**config.mk**
```make
export PLATFORM = sky130hd
export DESIGN_NAME = system_glue
export DESIGN_NICKNAME = d
export VERILOG_FILES = /design/src/logic/system_pkg.sv /design/src/logic/io_port_decoder.sv /design/src/logic/sysctl_register.sv /design/src/logic/io_readback.sv /design/src/logic/mgmt_port_decoder.sv /design/src/logic/system_glue.sv
export SDC_FILE = /design/constraint.sdc
export NUM_CORES = 1
export LEC_CHECK = 0
export BUFFER_PORTS_ARGS = -buffer_cell sky130_fd_sc_hd__buf_2
export CAP_MARGIN = 20
export CORE_AREA = 2 2 159 161
export CTS_CLUSTER_SIZE = 28
export DETAILED_ROUTE_END_ITERATION = 10
export DIE_AREA = 0 0 161 163
export HOLD_SLACK_MARGIN = 0.03
export PLACE_DENSITY = 0.45
export SLEW_MARGIN = 5
export SYNTH_ARGS = -nofsm -noshare
export SYNTH_HDL_FRONTEND = slang
export SYNTH_HIERARCHICAL = 1
export SYNTH_SLANG_ARGS = --single-unit
```
**constraint.sdc**
```tcl
create_clock -name clk_sys -period 2 [get_ports clk_sys]
set_input_delay 0.1 -clock clk_sys [delete_from_list [all_inputs] [get_ports clk_sys]]
set_output_delay 0.1 -clock clk_sys [all_outputs]
set_load 0.01 [all_outputs]
```
**src/logic/system_pkg.sv**
```systemverilog
package system_pkg;

	typedef logic [15:0] io_addr_t;
	typedef logic [31:0] io_data_t;
	typedef logic [7:0]  io_byte_t;
	typedef logic [2:0]  io_size_t;
	typedef logic [21:0] io_sel_t;
	typedef logic [15:0] mgmt_addr_t;
	typedef logic [31:0] mgmt_data_t;

	typedef enum logic {
		SYS_BOOT,
		SYS_RUN
	} sysctl_state_t;

	localparam int unsigned SEL_HDD0       = 0;
	localparam int unsigned SEL_HDD1       = 1;
	localparam int unsigned SEL_FLOPPY     = 2;
	localparam int unsigned SEL_JOY        = 3;
	localparam int unsigned SEL_DMA_MASTER = 4;
	localparam int unsigned SEL_DMA_PAGE   = 5;
	localparam int unsigned SEL_DMA_SLAVE  = 6;
	localparam int unsigned SEL_PIC_MASTER = 7;
	localparam int unsigned SEL_PIC_SLAVE  = 8;
	localparam int unsigned SEL_PIT        = 9;
	localparam int unsigned SEL_PS2_IO     = 10;
	localparam int unsigned SEL_PS2_CTL    = 11;
	localparam int unsigned SEL_RTC        = 12;
	localparam int unsigned SEL_FM         = 13;
	localparam int unsigned SEL_SB         = 14;
	localparam int unsigned SEL_UART       = 15;
	localparam int unsigned SEL_MPU        = 16;
	localparam int unsigned SEL_VGA_B      = 17;
	localparam int unsigned SEL_VGA_C      = 18;
	localparam int unsigned SEL_VGA_D      = 19;
	localparam int unsigned SEL_SYSCTL     = 20;
	localparam int unsigned SEL_SPARE      = 21; // was the pci config select

	// base address, then number of ignored low address bits
	localparam io_addr_t    PORT_HDD0           = 16'h01F0;
	localparam int unsigned PORT_HDD0_IGN       = 3;
	localparam io_addr_t    PORT_HDD0_CTL       = 16'h03F6;
	localparam io_addr_t    PORT_HDD1           = 16'h0170;
	localparam int unsigned PORT_HDD1_IGN       = 3;
	localparam io_addr_t    PORT_HDD1_CTL       = 16'h0376;
	localparam io_addr_t    PORT_JOY            = 16'h0201;
	localparam int unsigned PORT_JOY_IGN        = 0;
	localparam io_addr_t    PORT_FLOPPY         = 16'h03F0;
	localparam int unsigned PORT_FLOPPY_IGN     = 3;
	localparam io_addr_t    PORT_DMA_MASTER     = 16'h00C0;
	localparam int unsigned PORT_DMA_MASTER_IGN = 5;
	localparam io_addr_t    PORT_DMA_PAGE       = 16'h0080;
	localparam int unsigned PORT_DMA_PAGE_IGN   = 4;
	localparam io_addr_t    PORT_DMA_SLAVE      = 16'h0000;
	localparam int unsigned PORT_DMA_SLAVE_IGN  = 4;
	localparam io_addr_t    PORT_PIC_MASTER     = 16'h0020;
	localparam int unsigned PORT_PIC_MASTER_IGN = 1;
	localparam io_addr_t    PORT_PIC_SLAVE      = 16'h00A0;
	localparam int unsigned PORT_PIC_SLAVE_IGN  = 1;
	localparam io_addr_t    PORT_PIT            = 16'h0040;
	localparam int unsigned PORT_PIT_IGN        = 2;
	localparam io_addr_t    PORT_PIT_SPK        = 16'h0061; // speaker gate, shared with ps2
	localparam io_addr_t    PORT_PS2_IO         = 16'h0060;
	localparam int unsigned PORT_PS2_IO_IGN     = 3;
	localparam io_addr_t    PORT_PS2_CTL        = 16'h0090;
	localparam int unsigned PORT_PS2_CTL_IGN    = 4;
	localparam io_addr_t    PORT_RTC            = 16'h0070;
	localparam int unsigned PORT_RTC_IGN        = 1;
	localparam io_addr_t    PORT_FM             = 16'h0388;
	localparam int unsigned PORT_FM_IGN         = 2;
	localparam io_addr_t    PORT_SB             = 16'h0220;
	localparam int unsigned PORT_SB_IGN         = 4;
	localparam io_addr_t    PORT_UART           = 16'h03F8;
	localparam int unsigned PORT_UART_IGN       = 3;
	localparam io_addr_t    PORT_MPU            = 16'h0330;
	localparam int unsigned PORT_MPU_IGN        = 1;
	localparam io_addr_t    PORT_VGA_B          = 16'h03B0;
	localparam int unsigned PORT_VGA_B_IGN      = 4;
	localparam io_addr_t    PORT_VGA_C          = 16'h03C0;
	localparam int unsigned PORT_VGA_C_IGN      = 4;
	localparam io_addr_t    PORT_VGA_D          = 16'h03D0;
	localparam int unsigned PORT_VGA_D_IGN      = 4;
	localparam io_addr_t    PORT_SYSCTL         = 16'h8888;
	localparam int unsigned PORT_SYSCTL_IGN     = 0;

	localparam io_byte_t    SYSCTL_KEY     = 8'hA1; // expected in writedata[15:8]
	localparam io_byte_t    SYSCFG_RESET   = 8'hA2;
	localparam io_size_t    IO_SIZE_WORD   = 3'd2;
	localparam int unsigned HDD_ALT_BIT    = 9; // set on the 3x6 control ports
	localparam io_byte_t    IO_IDLE_DATA   = 8'hFF;

	localparam logic [7:0]  MGMT_PAGE_HDD0 = 8'hF0;
	localparam logic [7:0]  MGMT_PAGE_HDD1 = 8'hF1;
	localparam logic [7:0]  MGMT_PAGE_FDD  = 8'hF2;
	localparam logic [7:0]  MGMT_PAGE_RTC  = 8'hF4;

	function automatic logic port_hit(input io_addr_t addr, input io_addr_t base,
			input int unsigned ign);
		io_addr_t mask;
		mask = ~io_addr_t'(0) << ign;
		return (addr & mask) == base;
	endfunction

endpackage

```
**src/logic/io_port_decoder.sv**
```systemverilog
module io_port_decoder (
	input  logic                 clk_sys,
	input  logic                 reset,
	input  system_pkg::io_addr_t io_address,
	output system_pkg::io_sel_t  io_sel
);

	system_pkg::io_sel_t sel_next;

	always_comb begin
		sel_next = '0; // spare bit stays low
		sel_next[system_pkg::SEL_HDD0] =
			system_pkg::port_hit(io_address, system_pkg::PORT_HDD0, system_pkg::PORT_HDD0_IGN) ||
			(io_address == system_pkg::PORT_HDD0_CTL);
		sel_next[system_pkg::SEL_HDD1] =
			system_pkg::port_hit(io_address, system_pkg::PORT_HDD1, system_pkg::PORT_HDD1_IGN) ||
			(io_address == system_pkg::PORT_HDD1_CTL);
		sel_next[system_pkg::SEL_JOY] =
			system_pkg::port_hit(io_address, system_pkg::PORT_JOY, system_pkg::PORT_JOY_IGN);
		sel_next[system_pkg::SEL_FLOPPY] = system_pkg::port_hit(io_address,
			system_pkg::PORT_FLOPPY, system_pkg::PORT_FLOPPY_IGN);
		sel_next[system_pkg::SEL_DMA_MASTER] = system_pkg::port_hit(io_address,
			system_pkg::PORT_DMA_MASTER, system_pkg::PORT_DMA_MASTER_IGN);
		sel_next[system_pkg::SEL_DMA_PAGE] = system_pkg::port_hit(io_address,
			system_pkg::PORT_DMA_PAGE, system_pkg::PORT_DMA_PAGE_IGN);
		sel_next[system_pkg::SEL_DMA_SLAVE] = system_pkg::port_hit(io_address,
			system_pkg::PORT_DMA_SLAVE, system_pkg::PORT_DMA_SLAVE_IGN);
		sel_next[system_pkg::SEL_PIC_MASTER] = system_pkg::port_hit(io_address,
			system_pkg::PORT_PIC_MASTER, system_pkg::PORT_PIC_MASTER_IGN);
		sel_next[system_pkg::SEL_PIC_SLAVE] = system_pkg::port_hit(io_address,
			system_pkg::PORT_PIC_SLAVE, system_pkg::PORT_PIC_SLAVE_IGN);
		sel_next[system_pkg::SEL_PIT] =
			system_pkg::port_hit(io_address, system_pkg::PORT_PIT, system_pkg::PORT_PIT_IGN) ||
			(io_address == system_pkg::PORT_PIT_SPK); // 0061 also hits ps2_io
		sel_next[system_pkg::SEL_PS2_IO] = system_pkg::port_hit(io_address,
			system_pkg::PORT_PS2_IO, system_pkg::PORT_PS2_IO_IGN);
		sel_next[system_pkg::SEL_PS2_CTL] = system_pkg::port_hit(io_address,
			system_pkg::PORT_PS2_CTL, system_pkg::PORT_PS2_CTL_IGN);
		sel_next[system_pkg::SEL_RTC] =
			system_pkg::port_hit(io_address, system_pkg::PORT_RTC, system_pkg::PORT_RTC_IGN);
		sel_next[system_pkg::SEL_FM] =
			system_pkg::port_hit(io_address, system_pkg::PORT_FM, system_pkg::PORT_FM_IGN);
		sel_next[system_pkg::SEL_SB] =
			system_pkg::port_hit(io_address, system_pkg::PORT_SB, system_pkg::PORT_SB_IGN);
		sel_next[system_pkg::SEL_UART] =
			system_pkg::port_hit(io_address, system_pkg::PORT_UART, system_pkg::PORT_UART_IGN);
		sel_next[system_pkg::SEL_MPU] =
			system_pkg::port_hit(io_address, system_pkg::PORT_MPU, system_pkg::PORT_MPU_IGN);
		sel_next[system_pkg::SEL_VGA_B] = system_pkg::port_hit(io_address,
			system_pkg::PORT_VGA_B, system_pkg::PORT_VGA_B_IGN);
		sel_next[system_pkg::SEL_VGA_C] = system_pkg::port_hit(io_address,
			system_pkg::PORT_VGA_C, system_pkg::PORT_VGA_C_IGN);
		sel_next[system_pkg::SEL_VGA_D] = system_pkg::port_hit(io_address,
			system_pkg::PORT_VGA_D, system_pkg::PORT_VGA_D_IGN);
		sel_next[system_pkg::SEL_SYSCTL] = system_pkg::port_hit(io_address,
			system_pkg::PORT_SYSCTL, system_pkg::PORT_SYSCTL_IGN);
	end

	always_ff @(posedge clk_sys) begin
		if (reset) begin
			io_sel <= '0;
		end else begin
			io_sel <= sel_next;
		end
	end

	// no pci device behind the spare select
	a_spare_low: assert property (@(posedge clk_sys) disable iff (reset)
		!io_sel[system_pkg::SEL_SPARE]);

endmodule

```
**src/logic/sysctl_register.sv**
```systemverilog
module sysctl_register (
	input  logic                 clk_sys,
	input  logic                 reset,
	input  system_pkg::io_sel_t  io_sel,
	input  logic                 io_write,
	input  system_pkg::io_size_t io_datasize,
	input  system_pkg::io_data_t io_writedata,
	output system_pkg::io_byte_t syscfg
);

	system_pkg::sysctl_state_t state;
	logic                      disk_hit;
	logic                      boot_clear;
	logic                      key_write;

	assign disk_hit = io_sel[system_pkg::SEL_HDD0] | io_sel[system_pkg::SEL_HDD1] |
		io_sel[system_pkg::SEL_FLOPPY];

	assign boot_clear = (state == system_pkg::SYS_BOOT) && disk_hit; // first bios disk probe

	assign key_write = io_write && io_sel[system_pkg::SEL_SYSCTL] &&
		(io_datasize == system_pkg::IO_SIZE_WORD) &&
		(io_writedata[15:8] == system_pkg::SYSCTL_KEY);

	always_ff @(posedge clk_sys) begin
		if (reset) begin
			state  <= system_pkg::SYS_BOOT;
			syscfg <= system_pkg::SYSCFG_RESET;
		end else if (boot_clear) begin
			state  <= system_pkg::SYS_RUN;
			syscfg <= '0;
		end else if (key_write) begin
			state  <= system_pkg::SYS_RUN;
			syscfg <= io_writedata[7:0];
		end
	end

	a_cfg_cause: assert property (@(posedge clk_sys) disable iff (reset)
		(syscfg != $past(syscfg)) |-> $past(reset || boot_clear || key_write));

endmodule

```
**src/logic/io_readback.sv**
```systemverilog
module io_readback (
	input  system_pkg::io_sel_t  io_sel,
	input  system_pkg::io_addr_t io_address,
	input  system_pkg::io_data_t hdd0_readdata,
	input  system_pkg::io_data_t hdd1_readdata,
	input  system_pkg::io_byte_t floppy_readdata,
	input  system_pkg::io_byte_t dma_readdata,
	input  system_pkg::io_byte_t pic_readdata,
	input  system_pkg::io_byte_t pit_readdata,
	input  system_pkg::io_byte_t ps2_readdata,
	input  system_pkg::io_byte_t rtc_readdata,
	input  system_pkg::io_byte_t sound_readdata,
	input  system_pkg::io_byte_t uart_readdata,
	input  system_pkg::io_byte_t vga_readdata,
	input  system_pkg::io_byte_t joystick_readdata,
	output system_pkg::io_data_t io_readdata,
	output logic                 io_32bit
);

	system_pkg::io_byte_t rd8;
	logic                 disk_sel;

	always_comb begin
		if (io_sel[system_pkg::SEL_FLOPPY]) begin
			rd8 = floppy_readdata;
		end else if (io_sel[system_pkg::SEL_DMA_MASTER] | io_sel[system_pkg::SEL_DMA_SLAVE] |
				io_sel[system_pkg::SEL_DMA_PAGE]) begin
			rd8 = dma_readdata;
		end else if (io_sel[system_pkg::SEL_PIC_MASTER] | io_sel[system_pkg::SEL_PIC_SLAVE]) begin
			rd8 = pic_readdata;
		end else if (io_sel[system_pkg::SEL_PIT]) begin
			rd8 = pit_readdata; // wins over ps2 at 0061
		end else if (io_sel[system_pkg::SEL_PS2_IO] | io_sel[system_pkg::SEL_PS2_CTL]) begin
			rd8 = ps2_readdata;
		end else if (io_sel[system_pkg::SEL_RTC]) begin
			rd8 = rtc_readdata;
		end else if (io_sel[system_pkg::SEL_SB] | io_sel[system_pkg::SEL_FM]) begin
			rd8 = sound_readdata;
		end else if (io_sel[system_pkg::SEL_UART] | io_sel[system_pkg::SEL_MPU]) begin
			rd8 = uart_readdata;
		end else if (io_sel[system_pkg::SEL_VGA_B] | io_sel[system_pkg::SEL_VGA_C] |
				io_sel[system_pkg::SEL_VGA_D]) begin
			rd8 = vga_readdata;
		end else if (io_sel[system_pkg::SEL_JOY]) begin
			rd8 = joystick_readdata;
		end else begin
			rd8 = system_pkg::IO_IDLE_DATA; // open bus
		end
	end

	assign io_readdata = io_sel[system_pkg::SEL_HDD0] ? hdd0_readdata :
		io_sel[system_pkg::SEL_HDD1] ? hdd1_readdata : system_pkg::io_data_t'(rd8);

	assign disk_sel = io_sel[system_pkg::SEL_HDD0] | io_sel[system_pkg::SEL_HDD1];

	// data port is 32 bit wide, the control port at 3x6 is not
	assign io_32bit = (disk_sel & ~io_address[system_pkg::HDD_ALT_BIT]) |
		io_sel[system_pkg::SEL_SYSCTL];

endmodule

```
**src/logic/mgmt_port_decoder.sv**
```systemverilog
module mgmt_port_decoder (
	input  logic                   clk_sys,
	input  logic                   reset,
	input  system_pkg::mgmt_addr_t mgmt_address,
	input  logic                   mgmt_read,
	input  logic                   mgmt_write,
	input  system_pkg::mgmt_data_t mgmt_hdd0_data,
	input  system_pkg::mgmt_data_t mgmt_hdd1_data,
	input  system_pkg::mgmt_data_t mgmt_fdd_data,
	output logic                   hdd0_mgmt_write,
	output logic                   hdd1_mgmt_write,
	output logic                   fdd_mgmt_write,
	output logic                   rtc_mgmt_write,
	output logic                   hdd0_mgmt_read,
	output logic                   hdd1_mgmt_read,
	output logic                   fdd_mgmt_read,
	output system_pkg::mgmt_data_t mgmt_readdata
);

	logic hdd0_cs;
	logic hdd1_cs;
	logic fdd_cs;
	logic rtc_cs;

	always_ff @(posedge clk_sys) begin
		if (reset) begin
			hdd0_cs <= 1'b0;
			hdd1_cs <= 1'b0;
			fdd_cs  <= 1'b0;
			rtc_cs  <= 1'b0;
		end else begin
			hdd0_cs <= (mgmt_address[15:8] == system_pkg::MGMT_PAGE_HDD0);
			hdd1_cs <= (mgmt_address[15:8] == system_pkg::MGMT_PAGE_HDD1);
			fdd_cs  <= (mgmt_address[15:8] == system_pkg::MGMT_PAGE_FDD);
			rtc_cs  <= (mgmt_address[15:8] == system_pkg::MGMT_PAGE_RTC);
		end
	end

	assign hdd0_mgmt_write = mgmt_write & hdd0_cs;
	assign hdd1_mgmt_write = mgmt_write & hdd1_cs;
	assign fdd_mgmt_write  = mgmt_write & fdd_cs;
	assign rtc_mgmt_write  = mgmt_write & rtc_cs; // rtc cmos is write only here
	assign hdd0_mgmt_read  = mgmt_read & hdd0_cs;
	assign hdd1_mgmt_read  = mgmt_read & hdd1_cs;
	assign fdd_mgmt_read   = mgmt_read & fdd_cs;

	assign mgmt_readdata = hdd0_cs ? mgmt_hdd0_data : hdd1_cs ? mgmt_hdd1_data : mgmt_fdd_data;

	a_one_write: assert property (@(posedge clk_sys) disable iff (reset)
		$onehot0({hdd0_mgmt_write, hdd1_mgmt_write, fdd_mgmt_write, rtc_mgmt_write}));

endmodule

```
**src/logic/system_glue.sv**
```systemverilog
module system_glue (
	input  logic                   clk_sys,
	input  logic                   reset,

	input  system_pkg::io_addr_t   io_address,
	input  logic                   io_read,
	input  logic                   io_write,
	input  system_pkg::io_size_t   io_datasize,
	input  system_pkg::io_data_t   io_writedata,
	output system_pkg::io_data_t   io_readdata,
	output logic                   io_32bit,
	output system_pkg::io_sel_t    device_sel,
	output system_pkg::io_byte_t   syscfg,

	input  system_pkg::io_data_t   hdd0_readdata,
	input  system_pkg::io_data_t   hdd1_readdata,
	input  system_pkg::io_byte_t   floppy_readdata,
	input  system_pkg::io_byte_t   dma_readdata,
	input  system_pkg::io_byte_t   pic_readdata,
	input  system_pkg::io_byte_t   pit_readdata,
	input  system_pkg::io_byte_t   ps2_readdata,
	input  system_pkg::io_byte_t   rtc_readdata,
	input  system_pkg::io_byte_t   sound_readdata,
	input  system_pkg::io_byte_t   uart_readdata,
	input  system_pkg::io_byte_t   vga_readdata,
	input  system_pkg::io_byte_t   joystick_readdata,

	input  system_pkg::mgmt_addr_t mgmt_address,
	input  logic                   mgmt_read,
	input  logic                   mgmt_write,
	input  system_pkg::mgmt_data_t mgmt_hdd0_data,
	input  system_pkg::mgmt_data_t mgmt_hdd1_data,
	input  system_pkg::mgmt_data_t mgmt_fdd_data,
	output logic                   hdd0_mgmt_write,
	output logic                   hdd1_mgmt_write,
	output logic                   fdd_mgmt_write,
	output logic                   rtc_mgmt_write,
	output logic                   hdd0_mgmt_read,
	output logic                   hdd1_mgmt_read,
	output logic                   fdd_mgmt_read,
	output system_pkg::mgmt_data_t mgmt_readdata
);

	system_pkg::io_sel_t io_sel;

	assign device_sel = io_sel;

	io_port_decoder u_decoder (
		.clk_sys    (clk_sys),
		.reset      (reset),
		.io_address (io_address),
		.io_sel     (io_sel)
	);

	sysctl_register u_sysctl (
		.clk_sys      (clk_sys),
		.reset        (reset),
		.io_sel       (io_sel),
		.io_write     (io_write),
		.io_datasize  (io_datasize),
		.io_writedata (io_writedata),
		.syscfg       (syscfg)
	);

	io_readback u_readback (
		.io_sel            (io_sel),
		.io_address        (io_address),
		.hdd0_readdata     (hdd0_readdata),
		.hdd1_readdata     (hdd1_readdata),
		.floppy_readdata   (floppy_readdata),
		.dma_readdata      (dma_readdata),
		.pic_readdata      (pic_readdata),
		.pit_readdata      (pit_readdata),
		.ps2_readdata      (ps2_readdata),
		.rtc_readdata      (rtc_readdata),
		.sound_readdata    (sound_readdata),
		.uart_readdata     (uart_readdata),
		.vga_readdata      (vga_readdata),
		.joystick_readdata (joystick_readdata),
		.io_readdata       (io_readdata),
		.io_32bit          (io_32bit)
	);

	mgmt_port_decoder u_mgmt (
		.clk_sys         (clk_sys),
		.reset           (reset),
		.mgmt_address    (mgmt_address),
		.mgmt_read       (mgmt_read),
		.mgmt_write      (mgmt_write),
		.mgmt_hdd0_data  (mgmt_hdd0_data),
		.mgmt_hdd1_data  (mgmt_hdd1_data),
		.mgmt_fdd_data   (mgmt_fdd_data),
		.hdd0_mgmt_write (hdd0_mgmt_write),
		.hdd1_mgmt_write (hdd1_mgmt_write),
		.fdd_mgmt_write  (fdd_mgmt_write),
		.rtc_mgmt_write  (rtc_mgmt_write),
		.hdd0_mgmt_read  (hdd0_mgmt_read),
		.hdd1_mgmt_read  (hdd1_mgmt_read),
		.fdd_mgmt_read   (fdd_mgmt_read),
		.mgmt_readdata   (mgmt_readdata)
	);

	// the cpu side never issues a read and a write in one cycle
	a_rw_exclusive: assert property (@(posedge clk_sys) disable iff (reset)
		!(io_read && io_write));

endmodule

```
* Word level (Yosys, flattened, before mapping)
Index checks and enable logic that the tools add are counted.
** Cells by class
- Equal/unequal tests :: 29
- Mux-type cells :: 18
- Bitwise operators :: 21
- Reduce and logical (&&, ||, !) cells :: 10
** Operator list (number)
- 2-to-1 mux 32 bit :: 4
- 2-to-1 mux 8 bit :: 12
- equality test 12 x 6 -> 1 bit, second input constant :: 4
- equality test 16 x 10 -> 1 bit, second input constant :: 3
- equality test 8 bit, second input constant :: 5
- equality test 13 x 6 -> 1 bit, second input constant :: 2
- equality test 13 x 7 -> 1 bit, second input constant :: 2
- equality test 12 x 4 -> 1 bit, second input constant :: 2
- equality test 16 bit, second input constant :: 1
- equality test 16 x 7 -> 1 bit, second input constant :: 1
- logical NOT 16 bit :: 1
- equality test 15 x 5 -> 1 bit, second input constant :: 1
- equality test 15 x 6 -> 1 bit, second input constant :: 1
- equality test 15 x 7 -> 1 bit, second input constant :: 1
- equality test 15 x 9 -> 1 bit, second input constant :: 1
- equality test 14 x 5 -> 1 bit, second input constant :: 1
- equality test 14 x 8 -> 1 bit, second input constant :: 1
- equality test 13 x 4 -> 1 bit, second input constant :: 1
- equality test 11 x 3 -> 1 bit, second input constant :: 1
- OR 1 bit :: 11
- bitwise AND 1 bit :: 8
- logical AND 1 bit :: 4
- equality test 3 x 2 -> 1 bit, second input constant :: 1
- logical OR 1 bit :: 3
- other kinds (4) :: 6
** Storage, ports and cells
- Bits in registers :: 35
- Input bits :: 313
- Output and inout port bits :: 102

* Logic depth before layout (Yosys ltp)
- Depth in word-level cells :: 13
- Gate-level depth with buffers :: 6

* By module
The synthesis kept the hierarchy.
** Modules (own cells, without submodules)
- io_readback :: times used 1, cells an instance 183, area an instance 1158.6 sq um, sequential area each 0.0 sq um
- mgmt_port_decoder :: times used 1, cells an instance 126, area an instance 872.1 sq um, sequential area each 80.1 sq um
- io_port_decoder :: times used 1, cells an instance 88, area an instance 838.3 sq um, sequential area each 420.4 sq um
- sysctl_register :: times used 1, cells an instance 53, area an instance 528.0 sq um, sequential area each 180.2 sq um

* Worst setup path before layout
Ideal clock, no wire load.
- Path type :: register -> output
- Start :: register u_decoder.io_sel[11]
- End :: output port io_readdata[0]
- Arrival :: 1537 ps
- Setup slack :: 363 ps
- Cell stages (with the launch flop) :: 7
- Buffers on the path :: 1
- Cells stage by stage :: dfxtp_1 -> or2_1 -> buf_6 -> or2_4 -> o311ai_1 -> o221ai_1 -> o211ai_1
** Between the ends
- Cells in the longest elaborated chain, start to end :: 8
** RTL lines
- start, declared :: line io_port_decoder.sv:5 : output system_pkg::io_sel_t io_sel
- start signal, assigned :: line io_port_decoder.sv:63 : io_sel <= sel_next;
- OR 1 bit :: line io_readback.sv:33 : end else if (io_sel[system_pkg::SEL_PS2_IO] | io_sel[system_pkg::SEL_PS2_CTL]) begin
- 2-to-1 mux 8 bit :: line io_readback.sv:33
- 2-to-1 mux 8 bit :: line io_readback.sv:31 : end else if (io_sel[system_pkg::SEL_PIT]) begin
- 2-to-1 mux 8 bit :: line io_readback.sv:29 : end else if (io_sel[system_pkg::SEL_PIC_MASTER] | io_sel[system_pkg::SEL_PIC_SLAVE]) begin
- 2-to-1 mux 8 bit :: line io_readback.sv:26 : end else if (io_sel[system_pkg::SEL_DMA_MASTER] | io_sel[system_pkg::SEL_DMA_SLAVE] |
- 2-to-1 mux 8 bit :: line io_readback.sv:24 : if (io_sel[system_pkg::SEL_FLOPPY]) begin
- 2-to-1 mux 32 bit :: line io_readback.sv:52 : io_sel[system_pkg::SEL_HDD1] ? hdd1_readdata : system_pkg::io_data_t'(rd8);
- 2-to-1 mux 32 bit :: line io_readback.sv:51 : assign io_readdata = io_sel[system_pkg::SEL_HDD0] ? hdd0_readdata :
- end, declared :: line system_glue.sv:10 : output system_pkg::io_data_t io_readdata,
Every way passes these cells.

* Final worst setup path
- Start :: register u_decoder.io_sel[7]
- End :: output port io_readdata[4]
** Between the ends
- Cells in the longest elaborated chain, start to end :: 6
** RTL lines (line)
- OR 1 bit :: io_readback.sv:29
- 2-to-1 mux 8 bit :: io_readback.sv:29
- 2-to-1 mux 8 bit :: io_readback.sv:26
- 2-to-1 mux 8 bit :: io_readback.sv:24
- 2-to-1 mux 32 bit :: io_readback.sv:52
- 2-to-1 mux 32 bit :: io_readback.sv:51
Every way passes these cells.

==> results.cfg <==
[outcome]
outcome = complete, but fails checks
violations = setup timing

[route]
routed_via_density = 4.37
drt-met1-wl_mm = 8.18
wl_mm = 20.0
vias = 5151
drc_errors = 0
first_pass_iters = 4
drtAntennaViolNets = 0
wl_met3_mm = 1.30
top_layer = met4
first_iter_violations = 341
met2_length_mm = 10.1
wl_per_cell_um = 16.9

[placed_design]
port_buffers = 388
hpwlAfterDp_mm = 16.6
place.gp.congestion = 0.878

[floorplan]
coreArea_um2 = 24700
fp-row-count = 58
die_width_um = 161
start_util = 0.138
die_area_um2 = 26200
die_h_um = 163
ioPinCount = 415

[timing]
period_needed_ns = 2.05
max_clock_freq_ghz = 0.487
slew_headroom = 0.594
whs_ns = 0.0808
clock_skew_ns = 0.00334
fin_crit_sh = 1.03
worst_slack_ns = -0.0516
drv_slew = 0
rsz0062_at_grt = yes
setup_viol = 6
worst_pin_slew_ns = 0.608
hold_viol = 0

[critical_path]
required_ns = 1.90
crit_arrival_ns = 1.95
cpMostUsedCell = or2_4
crit_chain = or2_4 > or2_4 > o311ai_2 > o221ai_2 > o211ai_1 > buf_2
critPathBufInv = 1
rr_startpoint = u_decoder/io_sel[1]
reg2reg_depth = 5
start_kind = flop
crit_fanout = 6
worstReg2RegEnd = u_sysctl/state
crit_type = flop to output port
r2r_setup_slack_ns = 0.72
worst_path_max_delay_cell = dfxtp_2
cpLargestDelayFamily = compound AO/OA/AOI/OAI gates
slowest_delay_ns = 0.35
cp-end-kind = output port

[yosys]
synthesis.area_um2 = 3400
syn_avg_cell_area_um2 = 7.55
synth_edf_count = 0
synthCells = 450
yosysSeqAreaShare = 0.200
yosys_most_used_dff = dfxtp_1
synth_cell_types = 60
synthMostInstantiatedCell = nand2_1
yosys.area.top_type = dfxtp_1
ys_top_cells_by_area = dfxtp_1 20%, mux2i_1 12%, nand2_1 6.2%, a22o_1 5.7%, o21ai_0 5.6%
synth_top_area_share = 0.200
async_reset_ff_frac = 0
yosys_register_bits = 34
yosys-top-cells-count = 56 x nand2_1, 40 x mux2i_1, 38 x o21ai_0
yosys_warnings = 6
syn_nets = 763

[hold_path]
hp-class = primary input to flop
holdCritStartpoint = mgmt_address[11]
holdPathStages = 3
holdPathEnd = u_mgmt/rtc_cs

[layout]
final_util = 0.261
nets = 1160
area_growth_syn_to_layout_pct = 89.5
drive_above_1_share = 0.586

[global_route]
grt_pass1_wl_mm = 28.2
grt_overflow_total = 0
antenna_found_initial = 2
grt_pass1_vias = 4950
grt_usage = 0.139
grt_start_max_net_pins = 53

[clock_tree]
numCtsBuffers = 5
clk_pin_slew_worst_paths_ns = 0.06
root_buffer = clkbuf_16
cts_tree = yes
insertion_delay_ns = 0.28
htreeDepth = 2
clockBufferDepth = 2
cts_sinks = 34

[power]
leakagePower_nw = 2.89
power_density_nw_per_um2 = 341
ir_drop_v = 0.000316

[run]
max_cap_viol_count = 0
-- worst reg2reg max path, delay by kind of cell (launching register included) --
family	cells	cell delay, ns
AO/OA/AOI/OAI	1	0.16
AND/OR/NAND/NOR	2	0.26
buffers and inverters	2	0.41
flip-flops	1	0.35
-- sequential cells by signal (all words and copies together), names as in the netlist --
signal            cells
u_mgmt/hdd0_cs        1
u_mgmt/fdd_cs         1
u_sysctl/state        1
u_mgmt/rtc_cs         1
u_decoder/io_sel     21
u_mgmt/hdd1_cs        1
u_sysctl/syscfg       8
-- cells by family after synthesis --
kind of cell	synth area share
flip-flops	0.200
AND/OR/NAND/NOR	0.313
other	0.00110
AO/OA/AOI/OAI	0.301
buffers and inverters	0.0659
multiplexers	0.118
-- cell type report --
| type | instances | area [um^2] |
|---|---|---|
| Antenna cell | 2 | 5.00 |
| Fill cell | 2765 | 18200 |
| Multi-Input combinational cell | 374 | 2810 |
| Timing Repair Buffer | 425 | 2290 |
| Inverter | 7 | 26.3 |
| Clock buffer | 5 | 125 |
| Tap cell | 330 | 413 |
| Sequential cell | 34 | 699 |
| Clock inverter | 3 | 68.8 |
-- layout by cell type (no fill, tap or decap), types with 4 or more instances in the layout --
master | Yosys | routed
nand4_1 | 4 | 4
o221ai_2 | 0 | 4
nor4b_1 | 7 | 7
buf_4 | 1 | 28
nand2b_1 | 4 | 4
nor4_1 | 18 | 11
a22oi_1 | 7 | 7
dfxtp_1 | 34 | 23
nor3_2 | 2 | 5
nor4_4 | 1 | 6
nor2_1 | 25 | 20
o311ai_2 | 0 | 5
a211oi_1 | 9 | 9
a311oi_2 | 0 | 5
nand3_1 | 17 | 16
mux2i_1 | 40 | 40
a221oi_2 | 0 | 5
dfxtp_2 | 0 | 9
buf_2 | 8 | 388
nand2_1 | 56 | 56
nor4_2 | 2 | 4
a21oi_1 | 10 | 10
o21ai_0 | 38 | 38
o22ai_1 | 7 | 5
and2_1 | 7 | 7
a22o_1 | 22 | 22
inv_1 | 7 | 7
clkbuf_16 | 0 | 5
o211ai_1 | 16 | 16
nor3_1 | 14 | 11
o21a_1 | 6 | 6
nor2b_1 | 4 | 4
buf_12 | 0 | 5
-- report_power, final --
group / leakage, nW / internal (mW) / total (mW) / switching (mW)
clock: 0.0940 / 0.716 / 1.03 / 0.317
combinational: 2.51 / 0.267 / 0.486 / 0.220
sequential: 0.280 / 0.675 / 0.675 / 0.000715
-- through the flow --
stage / setup slack [ns] / instance area, um^2 / setup TNS (ns) / cells / power, mW
after floorplan: 0.363 / 3400 / 0 / 450 / 0.798
after global placement: 0.0128 / 5790 / 0 / 1159 / 1.17
after detailed placement: -0.0668 / 5790 / -0.0668 / 1159 / 1.17
after CTS: -0.0407 / 6330 / -0.125 / 1176 / 2.24
after global routing: -0.175 / 6440 / -0.955 / 1180 / 2.30
final: -0.0516 / 6440 / -0.170 / 1180 / 2.20
-- worst max path at each step --
stage / from / end / slack (ns) / cells past startpoint
2_1_floorplan: u_decoder/io_sel[11] / io_readdata[0] / 0.36 / 6
4_1_cts: u_decoder/io_sel[11] / io_readdata[4] / -0.04 / 6
5_1_grt: u_decoder/io_sel[7] / io_readdata[4] / -0.18 / 6
6_report: u_decoder/io_sel[7] / io_readdata[4] / -0.05 / 6
3_5_place_dp: u_decoder/io_sel[11] / io_readdata[1] / -0.07 / 6
3_3_place_gp: u_decoder/io_sel[11] / io_readdata[1] / 0.01 / 6
-- per-layer routing --
metal | vias to the layer above | global-route usage
met2 | 239 | 0.249
met1 | 2345 | 0.172
li1 | 2538 | -
met3 | 29 | 0.0168
met5 | - | 0
met4 | 0 | 0.0455
-- repair_timing --
| action | 4_1_cts | 5_1_grt |
|---|---|---|
| hold endpoints to repair | 4 | 0 |
| gates resized for setup | 52 | 13 |
| hold buffers | 2 | 0 |
| pin swaps | 26 | 6 |
| setup buffers | 7 | 2 |
| endpoints found under the setup margin | 7 | 8 |
(Power assumes the default switching activity.)
